File: src/starforce_pkg.sv
//////////////////////////////////////////////////////////////////////
// shared definitions for the star force shell
// bridge setting addresses, read page, field types, reset states
// and default timing constants
//////////////////////////////////////////////////////////////////////

package starforce_pkg;

    //////////////////////////////////////////////////////////////////////
    // bridge addresses
    //////////////////////////////////////////////////////////////////////

    // exact-match write addresses of the settings registers
    typedef enum logic [31:0] {
        SET_LIVES        = 32'h2000_0000,
        SET_DIFFICULTY   = 32'h3000_0000,
        SET_BONUS        = 32'h4000_0000,
        SET_DEMO_SOUNDS  = 32'h5000_0000,
        SET_RESET_TOGGLE = 32'h8000_0000
    } setting_addr_e;

    // top address byte served by the command handler
    localparam logic [7:0] CMD_READ_PAGE = 8'hF8;

    //////////////////////////////////////////////////////////////////////
    // field types
    //////////////////////////////////////////////////////////////////////

    typedef logic [1:0]  lives_t;
    typedef logic [2:0]  difficulty_t;
    typedef logic [2:0]  bonus_t;
    typedef logic [15:0] dip_word_t;

    // red [11:8], green [7:4], blue [3:0]
    typedef logic [11:0] rgb12_t;
    typedef logic [23:0] rgb24_t;

    // up, down, left, right, fire, start, coin from bit 6 down
    typedef logic [6:0]  control_word_t;

    typedef enum logic {
        RST_IDLE,
        RST_HOLD
    } reset_state_e;

    // roughly 28 ms and 14 ms at 74.25 MHz
    localparam int unsigned DEFAULT_RESET_HOLD_CYCLES = 2097151;
    localparam int unsigned DEFAULT_COIN_PULSE_CYCLES = 1048575;

endpackage
File: src/settings_if.sv
//////////////////////////////////////////////////////////////////////
// operator settings plus reset toggle and download flag
//////////////////////////////////////////////////////////////////////

`timescale 1ns/100ps

interface settings_if;

    starforce_pkg::lives_t      lives;
    starforce_pkg::difficulty_t difficulty;
    starforce_pkg::bonus_t      bonus;
    logic                       demo_sounds;
    logic                       reset_toggle;
    logic                       download;

    // register block side
    modport regs (
        output lives, difficulty, bonus, demo_sounds, reset_toggle, download
    );

    // consumers of the settings
    modport user (
        input lives, difficulty, bonus, demo_sounds, reset_toggle, download
    );

endinterface

File: src/starforce_shell_top.sv
//////////////////////////////////////////////////////////////////////
// star force shell top level
// settings registers, reset sequencer, input mapper, video formatter
//////////////////////////////////////////////////////////////////////

`timescale 1ns/100ps

module starforce_shell_top #(
    parameter int unsigned RESET_HOLD_CYCLES = starforce_pkg::DEFAULT_RESET_HOLD_CYCLES,
    parameter int unsigned COIN_PULSE_CYCLES = starforce_pkg::DEFAULT_COIN_PULSE_CYCLES
) (
    input  logic                          clk_74a,
    input  logic                          rst_n,
    input  logic                          host_reset_n,
    // bridge
    input  logic [31:0]                   bridge_addr,
    input  logic [31:0]                   bridge_wr_data,
    input  logic                          bridge_wr,
    input  logic [31:0]                   cmd_rd_data,
    output logic [31:0]                   bridge_rd_data,
    input  logic                          dataslot_requestwrite,
    input  logic                          dataslot_allcomplete,
    // core side
    output logic                          core_reset,
    input  logic [15:0]                   cont1_key,
    output starforce_pkg::control_word_t  controls,
    output starforce_pkg::dip_word_t      dip_sw,
    input  logic                          core_hsync,
    input  logic                          core_vsync,
    input  logic                          core_hblank,
    input  logic                          core_vblank,
    input  starforce_pkg::rgb12_t         core_rgb,
    // scaler
    output starforce_pkg::rgb24_t         video_rgb,
    output logic                          video_de,
    output logic                          video_hs,
    output logic                          video_vs
);

    settings_if settings_bus ();

    core_settings_regs u_regs (
        .clk_74a               (clk_74a),
        .rst_n                 (rst_n),
        .bridge_addr           (bridge_addr),
        .bridge_wr_data        (bridge_wr_data),
        .bridge_wr             (bridge_wr),
        .cmd_rd_data           (cmd_rd_data),
        .bridge_rd_data        (bridge_rd_data),
        .dataslot_requestwrite (dataslot_requestwrite),
        .dataslot_allcomplete  (dataslot_allcomplete),
        .settings              (settings_bus.regs)
    );

    reset_sequencer #(
        .RESET_HOLD_CYCLES (RESET_HOLD_CYCLES)
    ) u_reset (
        .clk_74a      (clk_74a),
        .rst_n        (rst_n),
        .host_reset_n (host_reset_n),
        .settings     (settings_bus.user),
        .core_reset   (core_reset)
    );

    game_input_mapper #(
        .COIN_PULSE_CYCLES (COIN_PULSE_CYCLES)
    ) u_input (
        .clk_74a   (clk_74a),
        .rst_n     (rst_n),
        .cont1_key (cont1_key),
        .settings  (settings_bus.user),
        .controls  (controls),
        .dip_sw    (dip_sw)
    );

    video_formatter u_video (
        .clk_74a     (clk_74a),
        .rst_n       (rst_n),
        .core_hsync  (core_hsync),
        .core_vsync  (core_vsync),
        .core_hblank (core_hblank),
        .core_vblank (core_vblank),
        .core_rgb    (core_rgb),
        .video_rgb   (video_rgb),
        .video_de    (video_de),
        .video_hs    (video_hs),
        .video_vs    (video_vs)
    );

endmodule

File: src/video_formatter.sv
//////////////////////////////////////////////////////////////////////
// colour expansion to 24 bit, data enable, sync edge pulses
//////////////////////////////////////////////////////////////////////

`timescale 1ns/100ps

module video_formatter (
    input  logic                  clk_74a,
    input  logic                  rst_n,
    input  logic                  core_hsync,
    input  logic                  core_vsync,
    input  logic                  core_hblank,
    input  logic                  core_vblank,
    input  starforce_pkg::rgb12_t core_rgb,
    output starforce_pkg::rgb24_t video_rgb,
    output logic                  video_de,
    output logic                  video_hs,
    output logic                  video_vs
);

    logic hs_prev;
    logic vs_prev;
    logic active;

    assign active = !(core_hblank || core_vblank);

    always_ff @(posedge clk_74a) begin
        if (!rst_n) begin
            video_de  <= 1'b0;
            video_rgb <= '0;
            video_hs  <= 1'b0;
            video_vs  <= 1'b0;
            hs_prev   <= 1'b0;
            vs_prev   <= 1'b0;
        end else begin
            video_de <= active;
            // each nibble doubled, black outside the active area
            if (active) begin
                video_rgb <= {{2{core_rgb[11:8]}}, {2{core_rgb[7:4]}}, {2{core_rgb[3:0]}}};
            end else begin
                video_rgb <= '0;
            end
            video_hs <= core_hsync && !hs_prev;
            video_vs <= core_vsync && !vs_prev;
            hs_prev  <= core_hsync;
            vs_prev  <= core_vsync;
        end
    end

endmodule

File: src/game_input_mapper.sv
//////////////////////////////////////////////////////////////////////
// controller to core control word, coin pulse stretcher
// and the DIP switch word in core byte order
//////////////////////////////////////////////////////////////////////

`timescale 1ns/100ps

module game_input_mapper #(
    parameter int unsigned COIN_PULSE_CYCLES = starforce_pkg::DEFAULT_COIN_PULSE_CYCLES
) (
    input  logic                         clk_74a,
    input  logic                         rst_n,
    input  logic [15:0]                  cont1_key,
    settings_if.user                     settings,
    output starforce_pkg::control_word_t controls,
    output starforce_pkg::dip_word_t     dip_sw
);

    localparam int CNT_W = $clog2(COIN_PULSE_CYCLES + 1);

    logic [CNT_W-1:0] coin_cnt;
    logic             coin_prev;
    logic             coin_fall;

    // select key released
    assign coin_fall = coin_prev && !cont1_key[14];

    always_ff @(posedge clk_74a) begin
        if (!rst_n) begin
            controls[6:1] <= '0;
        end else begin
            controls[6:1] <= {cont1_key[0], cont1_key[1], cont1_key[2],
                              cont1_key[3], cont1_key[4], cont1_key[15]};
        end
    end

    // coin bit stays high for COIN_PULSE_CYCLES cycles
    always_ff @(posedge clk_74a) begin
        if (!rst_n) begin
            coin_prev   <= 1'b0;
            coin_cnt    <= '0;
            controls[0] <= 1'b0;
        end else begin
            coin_prev <= cont1_key[14];
            if (coin_cnt != '0) begin
                coin_cnt <= coin_cnt - 1'b1;
            end else if (controls[0]) begin
                controls[0] <= 1'b0;
            end else if (coin_fall) begin
                controls[0] <= 1'b1;
                coin_cnt    <= CNT_W'(COIN_PULSE_CYCLES - 1);
            end
        end
    end

    //////////////////////////////////////////////////////////////////////
    // dip word, bytes already swapped for the core
    //////////////////////////////////////////////////////////////////////

    assign dip_sw = {2'b00, settings.difficulty, settings.bonus,
                     settings.demo_sounds, 1'b0, settings.lives, 4'b0000};

endmodule

File: src/reset_sequencer.sv
//////////////////////////////////////////////////////////////////////
// manual reset hold counter and the combined core reset
//////////////////////////////////////////////////////////////////////

`timescale 1ns/100ps

module reset_sequencer #(
    parameter int unsigned RESET_HOLD_CYCLES = starforce_pkg::DEFAULT_RESET_HOLD_CYCLES
) (
    input  logic     clk_74a,
    input  logic     rst_n,
    input  logic     host_reset_n,
    settings_if.user settings,
    output logic     core_reset
);

    localparam int CNT_W = $clog2(RESET_HOLD_CYCLES + 1);

    starforce_pkg::reset_state_e state;
    logic [CNT_W-1:0]            hold_cnt;
    logic                        toggle_last;

    // toggles seen while holding are simply absorbed
    always_ff @(posedge clk_74a) begin
        if (!rst_n) begin
            state       <= starforce_pkg::RST_IDLE;
            hold_cnt    <= '0;
            toggle_last <= 1'b0;
        end else begin
            toggle_last <= settings.reset_toggle;
            case (state)
                starforce_pkg::RST_IDLE: begin
                    if (settings.reset_toggle != toggle_last) begin
                        state    <= starforce_pkg::RST_HOLD;
                        hold_cnt <= '0;
                    end
                end
                starforce_pkg::RST_HOLD: begin
                    // last hold cycle
                    if (hold_cnt == CNT_W'(RESET_HOLD_CYCLES - 1)) begin
                        state <= starforce_pkg::RST_IDLE;
                    end else begin
                        hold_cnt <= hold_cnt + 1'b1;
                    end
                end
                default: state <= starforce_pkg::RST_IDLE;
            endcase
        end
    end

    always_ff @(posedge clk_74a) begin
        if (!rst_n) begin
            core_reset <= 1'b1;
        end else begin
            core_reset <= !host_reset_n || settings.download ||
                          (state == starforce_pkg::RST_HOLD);
        end
    end

endmodule

File: src/core_settings_regs.sv
//////////////////////////////////////////////////////////////////////
// bridge-written settings registers, ROM download flag
// and the bridge read-data multiplexer
//////////////////////////////////////////////////////////////////////

`timescale 1ns/100ps

module core_settings_regs (
    input  logic        clk_74a,
    input  logic        rst_n,
    input  logic [31:0] bridge_addr,
    input  logic [31:0] bridge_wr_data,
    input  logic        bridge_wr,
    input  logic [31:0] cmd_rd_data,
    output logic [31:0] bridge_rd_data,
    input  logic        dataslot_requestwrite,
    input  logic        dataslot_allcomplete,
    settings_if.regs    settings
);

    starforce_pkg::lives_t      lives_q;
    starforce_pkg::difficulty_t difficulty_q;
    starforce_pkg::bonus_t      bonus_q;
    logic                       demo_sounds_q;
    logic                       reset_toggle_q;
    logic                       download_q;

    // exact address match, low bits of the write word
    always_ff @(posedge clk_74a) begin
        if (!rst_n) begin
            lives_q        <= '0;
            difficulty_q   <= '0;
            bonus_q        <= '0;
            demo_sounds_q  <= 1'b0;
            reset_toggle_q <= 1'b0;
        end else if (bridge_wr) begin
            case (bridge_addr)
                starforce_pkg::SET_LIVES:        lives_q        <= bridge_wr_data[1:0];
                starforce_pkg::SET_DIFFICULTY:   difficulty_q   <= bridge_wr_data[2:0];
                starforce_pkg::SET_BONUS:        bonus_q        <= bridge_wr_data[2:0];
                starforce_pkg::SET_DEMO_SOUNDS:  demo_sounds_q  <= bridge_wr_data[0];
                starforce_pkg::SET_RESET_TOGGLE: reset_toggle_q <= ~reset_toggle_q;
                default: ;
            endcase
        end
    end

    // request wins over completion
    always_ff @(posedge clk_74a) begin
        if (!rst_n) begin
            download_q <= 1'b0;
        end else if (dataslot_requestwrite) begin
            download_q <= 1'b1;
        end else if (dataslot_allcomplete) begin
            download_q <= 1'b0;
        end
    end

    always_comb begin
        if (bridge_addr[31:24] == starforce_pkg::CMD_READ_PAGE) begin
            bridge_rd_data = cmd_rd_data;
        end else begin
            bridge_rd_data = '0;
        end
    end

    assign settings.lives        = lives_q;
    assign settings.difficulty   = difficulty_q;
    assign settings.bonus        = bonus_q;
    assign settings.demo_sounds  = demo_sounds_q;
    assign settings.reset_toggle = reset_toggle_q;
    assign settings.download     = download_q;

endmodule

File: config.mk
export PLATFORM = sky130hd
export DESIGN_NAME = starforce_shell_top
export DESIGN_NICKNAME = d
export VERILOG_FILES = /design/src/starforce_pkg.sv /design/src/settings_if.sv /design/src/starforce_shell_top.sv /design/src/video_formatter.sv /design/src/game_input_mapper.sv /design/src/reset_sequencer.sv /design/src/core_settings_regs.sv
export SDC_FILE = /design/constraint.sdc
export NUM_CORES = 1
export LEC_CHECK = 0
export ABC_CLOCK_PERIOD_IN_PS = 4100
export BUFFER_PORTS_ARGS = -buffer_cell sky130_fd_sc_hd__buf_2
export CORE_ASPECT_RATIO = 0.8
export CORE_MARGIN = 1.5
export CORE_UTILIZATION = 40
export DETAILED_ROUTE_END_ITERATION = 12
export PLACE_DENSITY_LB_ADDON = 0.12
export SYNTH_ARGS = -nofsm -noshare
export SYNTH_HDL_FRONTEND = slang
export SYNTH_SLANG_ARGS = --single-unit
File: constraint.sdc
create_clock -name clk_74a -period 4.1 [get_ports clk_74a]
set_input_delay 0.205 -clock clk_74a [delete_from_list [all_inputs] [get_ports clk_74a]]
set_output_delay 0.205 -clock clk_74a [all_outputs]
set_load 0.01 [all_outputs]
# After elaboration in Yosys (flattened, before gate mapping)
# Cells that the tools add are included.
# classes
addsub	2
bitwise	3
n_eq_ne	11
muxes	14
n_reduce_logical	22
# ops
op	n
32-bit by 30-bit equality test with 1-bit output (second input constant)	2
32-bit by 31-bit equality test with 1-bit output (second input constant)	2
20-bit 2-to-1 mux	3
21-bit 2-to-1 mux	2
21-bit case mux with 2 select lines	1
32-bit equality test (second input constant)	1
32-bit 2-to-1 mux	1
21-bit by 1-bit adder with 21-bit output (second input constant)	1
21-bit equality test (second input constant)	1
20-bit nonzero test	1
20-bit by 1-bit subtractor with 20-bit output (second input constant)	1
2-bit AND reduction	7
8-bit equality test (second input constant)	1
1-bit 2-to-1 mux	6
1-bit logical NOT	5
2-bit != test (second input constant)	2
2-bit nonzero test	2
1-bit logical AND	3
1-bit logical OR	3
1-bit NOT	3
2-bit by 1-bit != test with 1-bit output (second input constant)	1
1-bit case mux with 2 select lines	1
2-bit OR reduction	1
1-bit != test	1
# totals
in_bits	134
output_inout_bits	83
regBits	92

# Logic depth before layout (Yosys ltp)
# depth
word_depth	5
mapped_depth	8
depth_no_buf	6

# By module
# Synthesis repeated with hierarchy kept, for this count alone.
# hier_totals
cells_unflattened	442
hier_area_um2	4146.5
# by_module_without_submodules
module	seq_area_each_um2	cells_per_inst	instances	area_per_inst_um2
game_input_mapper	560.5	153	1	1450.1
reset_sequencer	480.5	146	1	1253.7
core_settings_regs	220.2	94	1	774.5
video_formatter	340.3	49	1	668.1

# Worst setup path after synthesis
# OpenSTA, ideal clock, no wires.
# synth_path
path_kind	reg2reg
start	reg u_input.coin_cnt[11]
end	reg u_input.coin_cnt[8]
synth_period_minus_slack_ps	1883
stages_incl_launch_ff	6
setup_time_ps	122
arrival_ps	1761
path_slack_ps	2217
t_required_ps	3978
cell_sequence	dfxtp_1 or4_4 nor4_4 buf_4 a21boi_0 o311a_1
# synth_via
elab_chain_cells	3
word_cells_on_any_way	5
classes_between	eq/ne: 1; mux: 1; reduce/logical: 3
# synth_lines
item	line_no	rtl
from (decl)	game_input_mapper.sv:21	logic [CNT_W-1:0] coin_cnt;
from (signal assigned)	game_input_mapper.sv:46	coin_cnt <= coin_cnt - 1'b1;
from (signal assigned)	game_input_mapper.sv:51	coin_cnt <= CNT_W'(COIN_PULSE_CYCLES - 1);
20-bit nonzero test (*)	game_input_mapper.sv:45	if (coin_cnt != '0) begin
2-bit != test (no line) or 2-bit nonzero test (tied branches)	n/a	
2-bit AND reduction (no line)	n/a	
# Mark *: on every way between the ends. The rest lies on a longest branch, timed or not.
# A chain may end at the register's enable or synchronous reset.

# Worst setup path in the final report
# Same ends and word-level chain as after synthesis.

==> results <==
- The terminating pin of the worst hold path is u_video.video_rgb[5].
- The remaining design rule violation count is 0.
- Buffers inserted to repair hold after CTS numbered 0.
- The clock latency at the later pin of the worst-skew pair is 340 ps.
- The worst hold path passes through 2 cells.
- The clock skew is 9.35 ps.
- The total core area is roughly 10000 um^2.
- For the finished layout, the period the worst path requires is 2630 ps.
- The total count of max-transition violations in the final report is 0.
- The portion of the post-synthesis area used by sequential elements is 39.2%.
- The total die area is 10,800 um^2.
- Port buffering added 171 buffers.
- The overall die width is 116 um.
- The count of antenna diodes in the layout is 0.
- The first global-routing pass estimated 16,700 um of wire.
- The critical path goes through or4_4, nor4_4, and2_1, o311a_1.
- After clock tree synthesis, the clock-pin slew on the worst setup and hold paths is 60 ps.
- The classification of the worst-slack hold path is in2reg.
- The total number of clock tree sinks is 80.
- The power per standard cell area is 530 nW/um^2.
- The detailed placer's ending HPWL is 8290 um.
- The routing usage on met2 is 28.9%.
- The worst register-to-register path has a depth of 4.
- The maximum fanout count along the critical path is 18.
- The routed via count is 3,802.
- For this block, the initial DRC count from the detailed router was about 230.
- The critical path capture point type is a flip-flop.
- The category of the critical setup timing path is reg2reg.
- After layout, the worst path uses 64.2% of the clock period.
- The data arrival time of the worst path is 2920 ps.
- The routed wire length is 10,900 um.
- The source of the worst hold timing path is core_rgb[1].
- After floorplanning, the core was divided into 32 placement rows.
- The met1 track demand over resource in global routing is 27.9%.
- The post-route netlist has approximately a third of its cells at a drive strength greater than 1.
- Sequential cells burn between 30% and 40% of the power.
- The critical path startpoint is u_input.coin_cnt[11].
- Synthesis produced 455 cells.
- The wire length per cell after detailed routing is 14.7 um.
- The final number of hold-violating endpoints was 0.
- Leaving out filler cells and counting taps, the final layout contains 744.
- In this run switching power makes up 38.6% of total power.
- The via count of the first global-routing pass is 3,370.
- Among all flip-flop cells after synthesis, the most frequent one is sky130_fd_sc_hd__dfxtp_1.
- Based on the critical path, the design can be clocked at up to 380 MHz.
- The largest individual stage delay along the critical path comes from the cell sky130_fd_sc_hd__and2_1.
- The number of nets in the finished design is 741.
- The top cell type's share of synthesized area is between 30% and 40%.
- The synthesis-to-finish area growth is 26.2%.
- The analysis attributes to cell leakage a power of approximately 2.3 nW.
- Across the VDD grid, the largest voltage drop is 0.000429 V.
- Cell internal power was estimated by the tool at 1.68 mW.
- The TritonCTS buffer count is 9.
- The final total negative setup slack is 0 ps.
- Measured against its own limit, the worst slew margin works out to 29.9%.
- The remaining global-route overflow is 0.
- The data required time of the worst path is 4380 ps.
- After synthesis the cells add up to 4090 um^2.
- The fraction of power consumed by the clock network is 27.5%.
- The congestion estimate from routability-driven global placement came to roughly 0.83.
- The net load switching power is 1.05 mW.
- The pin count of the biggest net entering global routing is 41.
- STA classifies the critical path startpoint as a flip-flop.
- After clock tree synthesis, the repair step resized 0 gates.
- In this run the clock root is driven by a sky130_fd_sc_hd__clkbuf_16.
- At the pin with the least slew margin, the transition time is 1040 ps.
- Buffers added to address setup during post-CTS repair amount to 0.
- The yosys synthesis warning count is 0.
- The global-route met3 utilization is 6.09%.
- The largest single stage delay on the critical path is 710 ps.
- The TritonCTS clock tree is yes.
- The run finished with clean final reports.
- Global routing used between 10% and 20% of the available tracks across all layers.
- Including well taps, the total number of placed cells is between 700 and 800.
- The synthesized area per cell is approximately 9.0 um^2.
- The setup slack of the worst register-to-register path is approximately 1500 ps.
- The initial core utilization is 41.8%.
- The share of total power dissipated in combinational logic is 35.4%.
- The H-tree generated during clock tree synthesis spans 3 levels.
- By count the netlist is led by sky130_fd_sc_hd__dfxtp_1 (80), sky130_fd_sc_hd__and2_1 (57), sky130_fd_sc_hd__nand2_1 (39).
- The number of ports placed on the die boundary is 217.
- After synthesis, the share of flip-flops with an asynchronous set or reset is 0%.
- In this run the critical register-to-register path is captured at u_input.coin_cnt[8].
- Counting flops with a built-in enable in the synthesized netlist gives 0.
- The number of synthesized register bits is 80.
- Counting along the longest clock path gives a buffer depth of 2.
- Setup repair after global routing left no endpoint under its margin.
- The cell type contributing the most total cell area after synthesis is sky130_fd_sc_hd__dfxtp_1.
- The number of antenna violations at the first check in global routing is 0.
- The count of nets left with antenna violations once routing finished came out at 0.
- The first-pass iteration count of the detailed router is 4.
- Sorting the synthesized cells by area gives the leading types as sky130_fd_sc_hd__dfxtp_1 (39%), sky130_fd_sc_hd__and2_1 (8.7%), sky130_fd_sc_hd__mux2i_1 (4.9%).
- The number of library cell types mapped by synthesis is 61.
- Using the TritonRoute via totals, the vias-per-cell ratio works out to 5.11.
- After global routing, the most crowded layer is met2.
- The vertical die dimension is about 93 um.
- The launch point of the worst reg-to-reg path is u_input.coin_cnt[11].
- The most repeated cell in the gate-level netlist after synthesis is sky130_fd_sc_hd__dfxtp_1.
- The count of endpoints failing setup in the final report is 0.
- The number of violations of the max-capacitance limit is 0.
## layout make-up
class	instances	area [um^2]
tap	136	170
clock buffer	9	225
multi-input combinational	329	2200
inverter	10	37.5
sequential	80	1600
clock inverter	7	53.8
timing repair buffer	173	871
fill	938	4610
## metrics by stage
step           hold slack (ps)  util [%]  setup slack (ps)  cell area [um^2]  power [mW]
2_1_floorplan              291         -              2220              4110        1.78
3_3_place_gp               371      49.9              1460              4880        1.97
3_5_place_dp               373      49.9              1470              4880        1.99
4_1_cts                   46.4      52.8              1480              5150        2.75
5_1_grt                   50.9      52.8              1340              5160        2.92
6_report                  62.6      52.8              1470              5160        2.73
## power by group through the flow
stage | clock network (mW) | logic (mW) | registers [mW]
final | 0.752 | 0.968 | 1.01
after global routing | 0.812 | 1.07 | 1.03
after CTS | 0.774 | 0.964 | 1.01
after floorplan | 0 | 0.775 | 1.00
after global placement | 0 | 0.951 | 1.02
after detailed placement | 0 | 0.963 | 1.03
## layout by cell type (no fill, tap or decap), types with 7 or more instances in the layout
cell | netlist | routed
sky130_fd_sc_hd__buf_2 | 2 | 171
sky130_fd_sc_hd__dfxtp_1 | 80 | 80
sky130_fd_sc_hd__and2_1 | 57 | 57
sky130_fd_sc_hd__nand2_1 | 39 | 39
sky130_fd_sc_hd__nor4_1 | 20 | 20
sky130_fd_sc_hd__mux2i_1 | 20 | 20
sky130_fd_sc_hd__nor3_1 | 16 | 16
sky130_fd_sc_hd__nand2b_1 | 14 | 14
sky130_fd_sc_hd__a21oi_1 | 13 | 13
sky130_fd_sc_hd__nand3_1 | 12 | 12
sky130_fd_sc_hd__inv_1 | 10 | 10
sky130_fd_sc_hd__nor2_1 | 11 | 10
sky130_fd_sc_hd__clkbuf_16 | 0 | 9
sky130_fd_sc_hd__nand4_1 | 8 | 8
sky130_fd_sc_hd__or4_1 | 8 | 8
sky130_fd_sc_hd__o31a_1 | 8 | 8
sky130_fd_sc_hd__o311a_1 | 8 | 8
sky130_fd_sc_hd__conb_1 | 1 | 7
## how the worst max path moves through the flow
stage / end / slack (ps) / cells past startpoint
after floorplan: u_input.coin_cnt[8] / 2220 / 5
after global placement: u_input.coin_cnt[8] / 1460 / 4
after detailed placement: u_input.coin_cnt[8] / 1470 / 4
after CTS: u_input.coin_cnt[8] / 1480 / 4
after global routing: u_input.coin_cnt[8] / 1340 / 4
final: u_input.coin_cnt[8] / 1470 / 4
## state kept, by name (all words and copies together), names as in the netlist, 2 cells and up
name	count
u_reset.hold_cnt	21
u_regs.settings.bonus	3
u_input.controls	7
u_regs.settings.lives	2
u_video.video_rgb	12
u_regs.settings.difficulty	3
u_input.coin_cnt	20
## worst max-delay path: cells and delay by family (launching register included)
| family | cells | cell delay [ps] |
|---|---|---|
| flops | 1 | 360 |
| compound gates | 1 | 250 |
| simple gates | 3 | 1960 |
## layer usage
| metal | routed length [um] | share of wire [%] |
|---|---|---|
| met1 | 5100 | 47 |
| met2 | 5040 | 46 |
| met3 | 708 | 6.5 |
| met4 | 59 | 0.54 |
| met5 | 0 | 0 |
## cells by family (layout without fill, tap and decap cells)
| kind of cell | after synthesis | count (layout) | synth area share, % |
|---|---|---|---|
| AO/OA/AOI/OAI | 78 | 78 | 14.4 |
| multiplexers | 21 | 21 | 5.17 |
| other | 1 | 7 | 0.0917 |
| buffers and inverters | 52 | 199 | 7.65 |
| AND/OR/NAND/NOR | 217 | 217 | 31.9 |
| adder cells (fa/ha/maj) | 4 | 4 | 1.22 |
| flip-flops | 80 | 80 | 39.2 |
| XOR/XNOR | 2 | 2 | 0.429 |
Note: power is estimated with default switching activity, not from simulation.
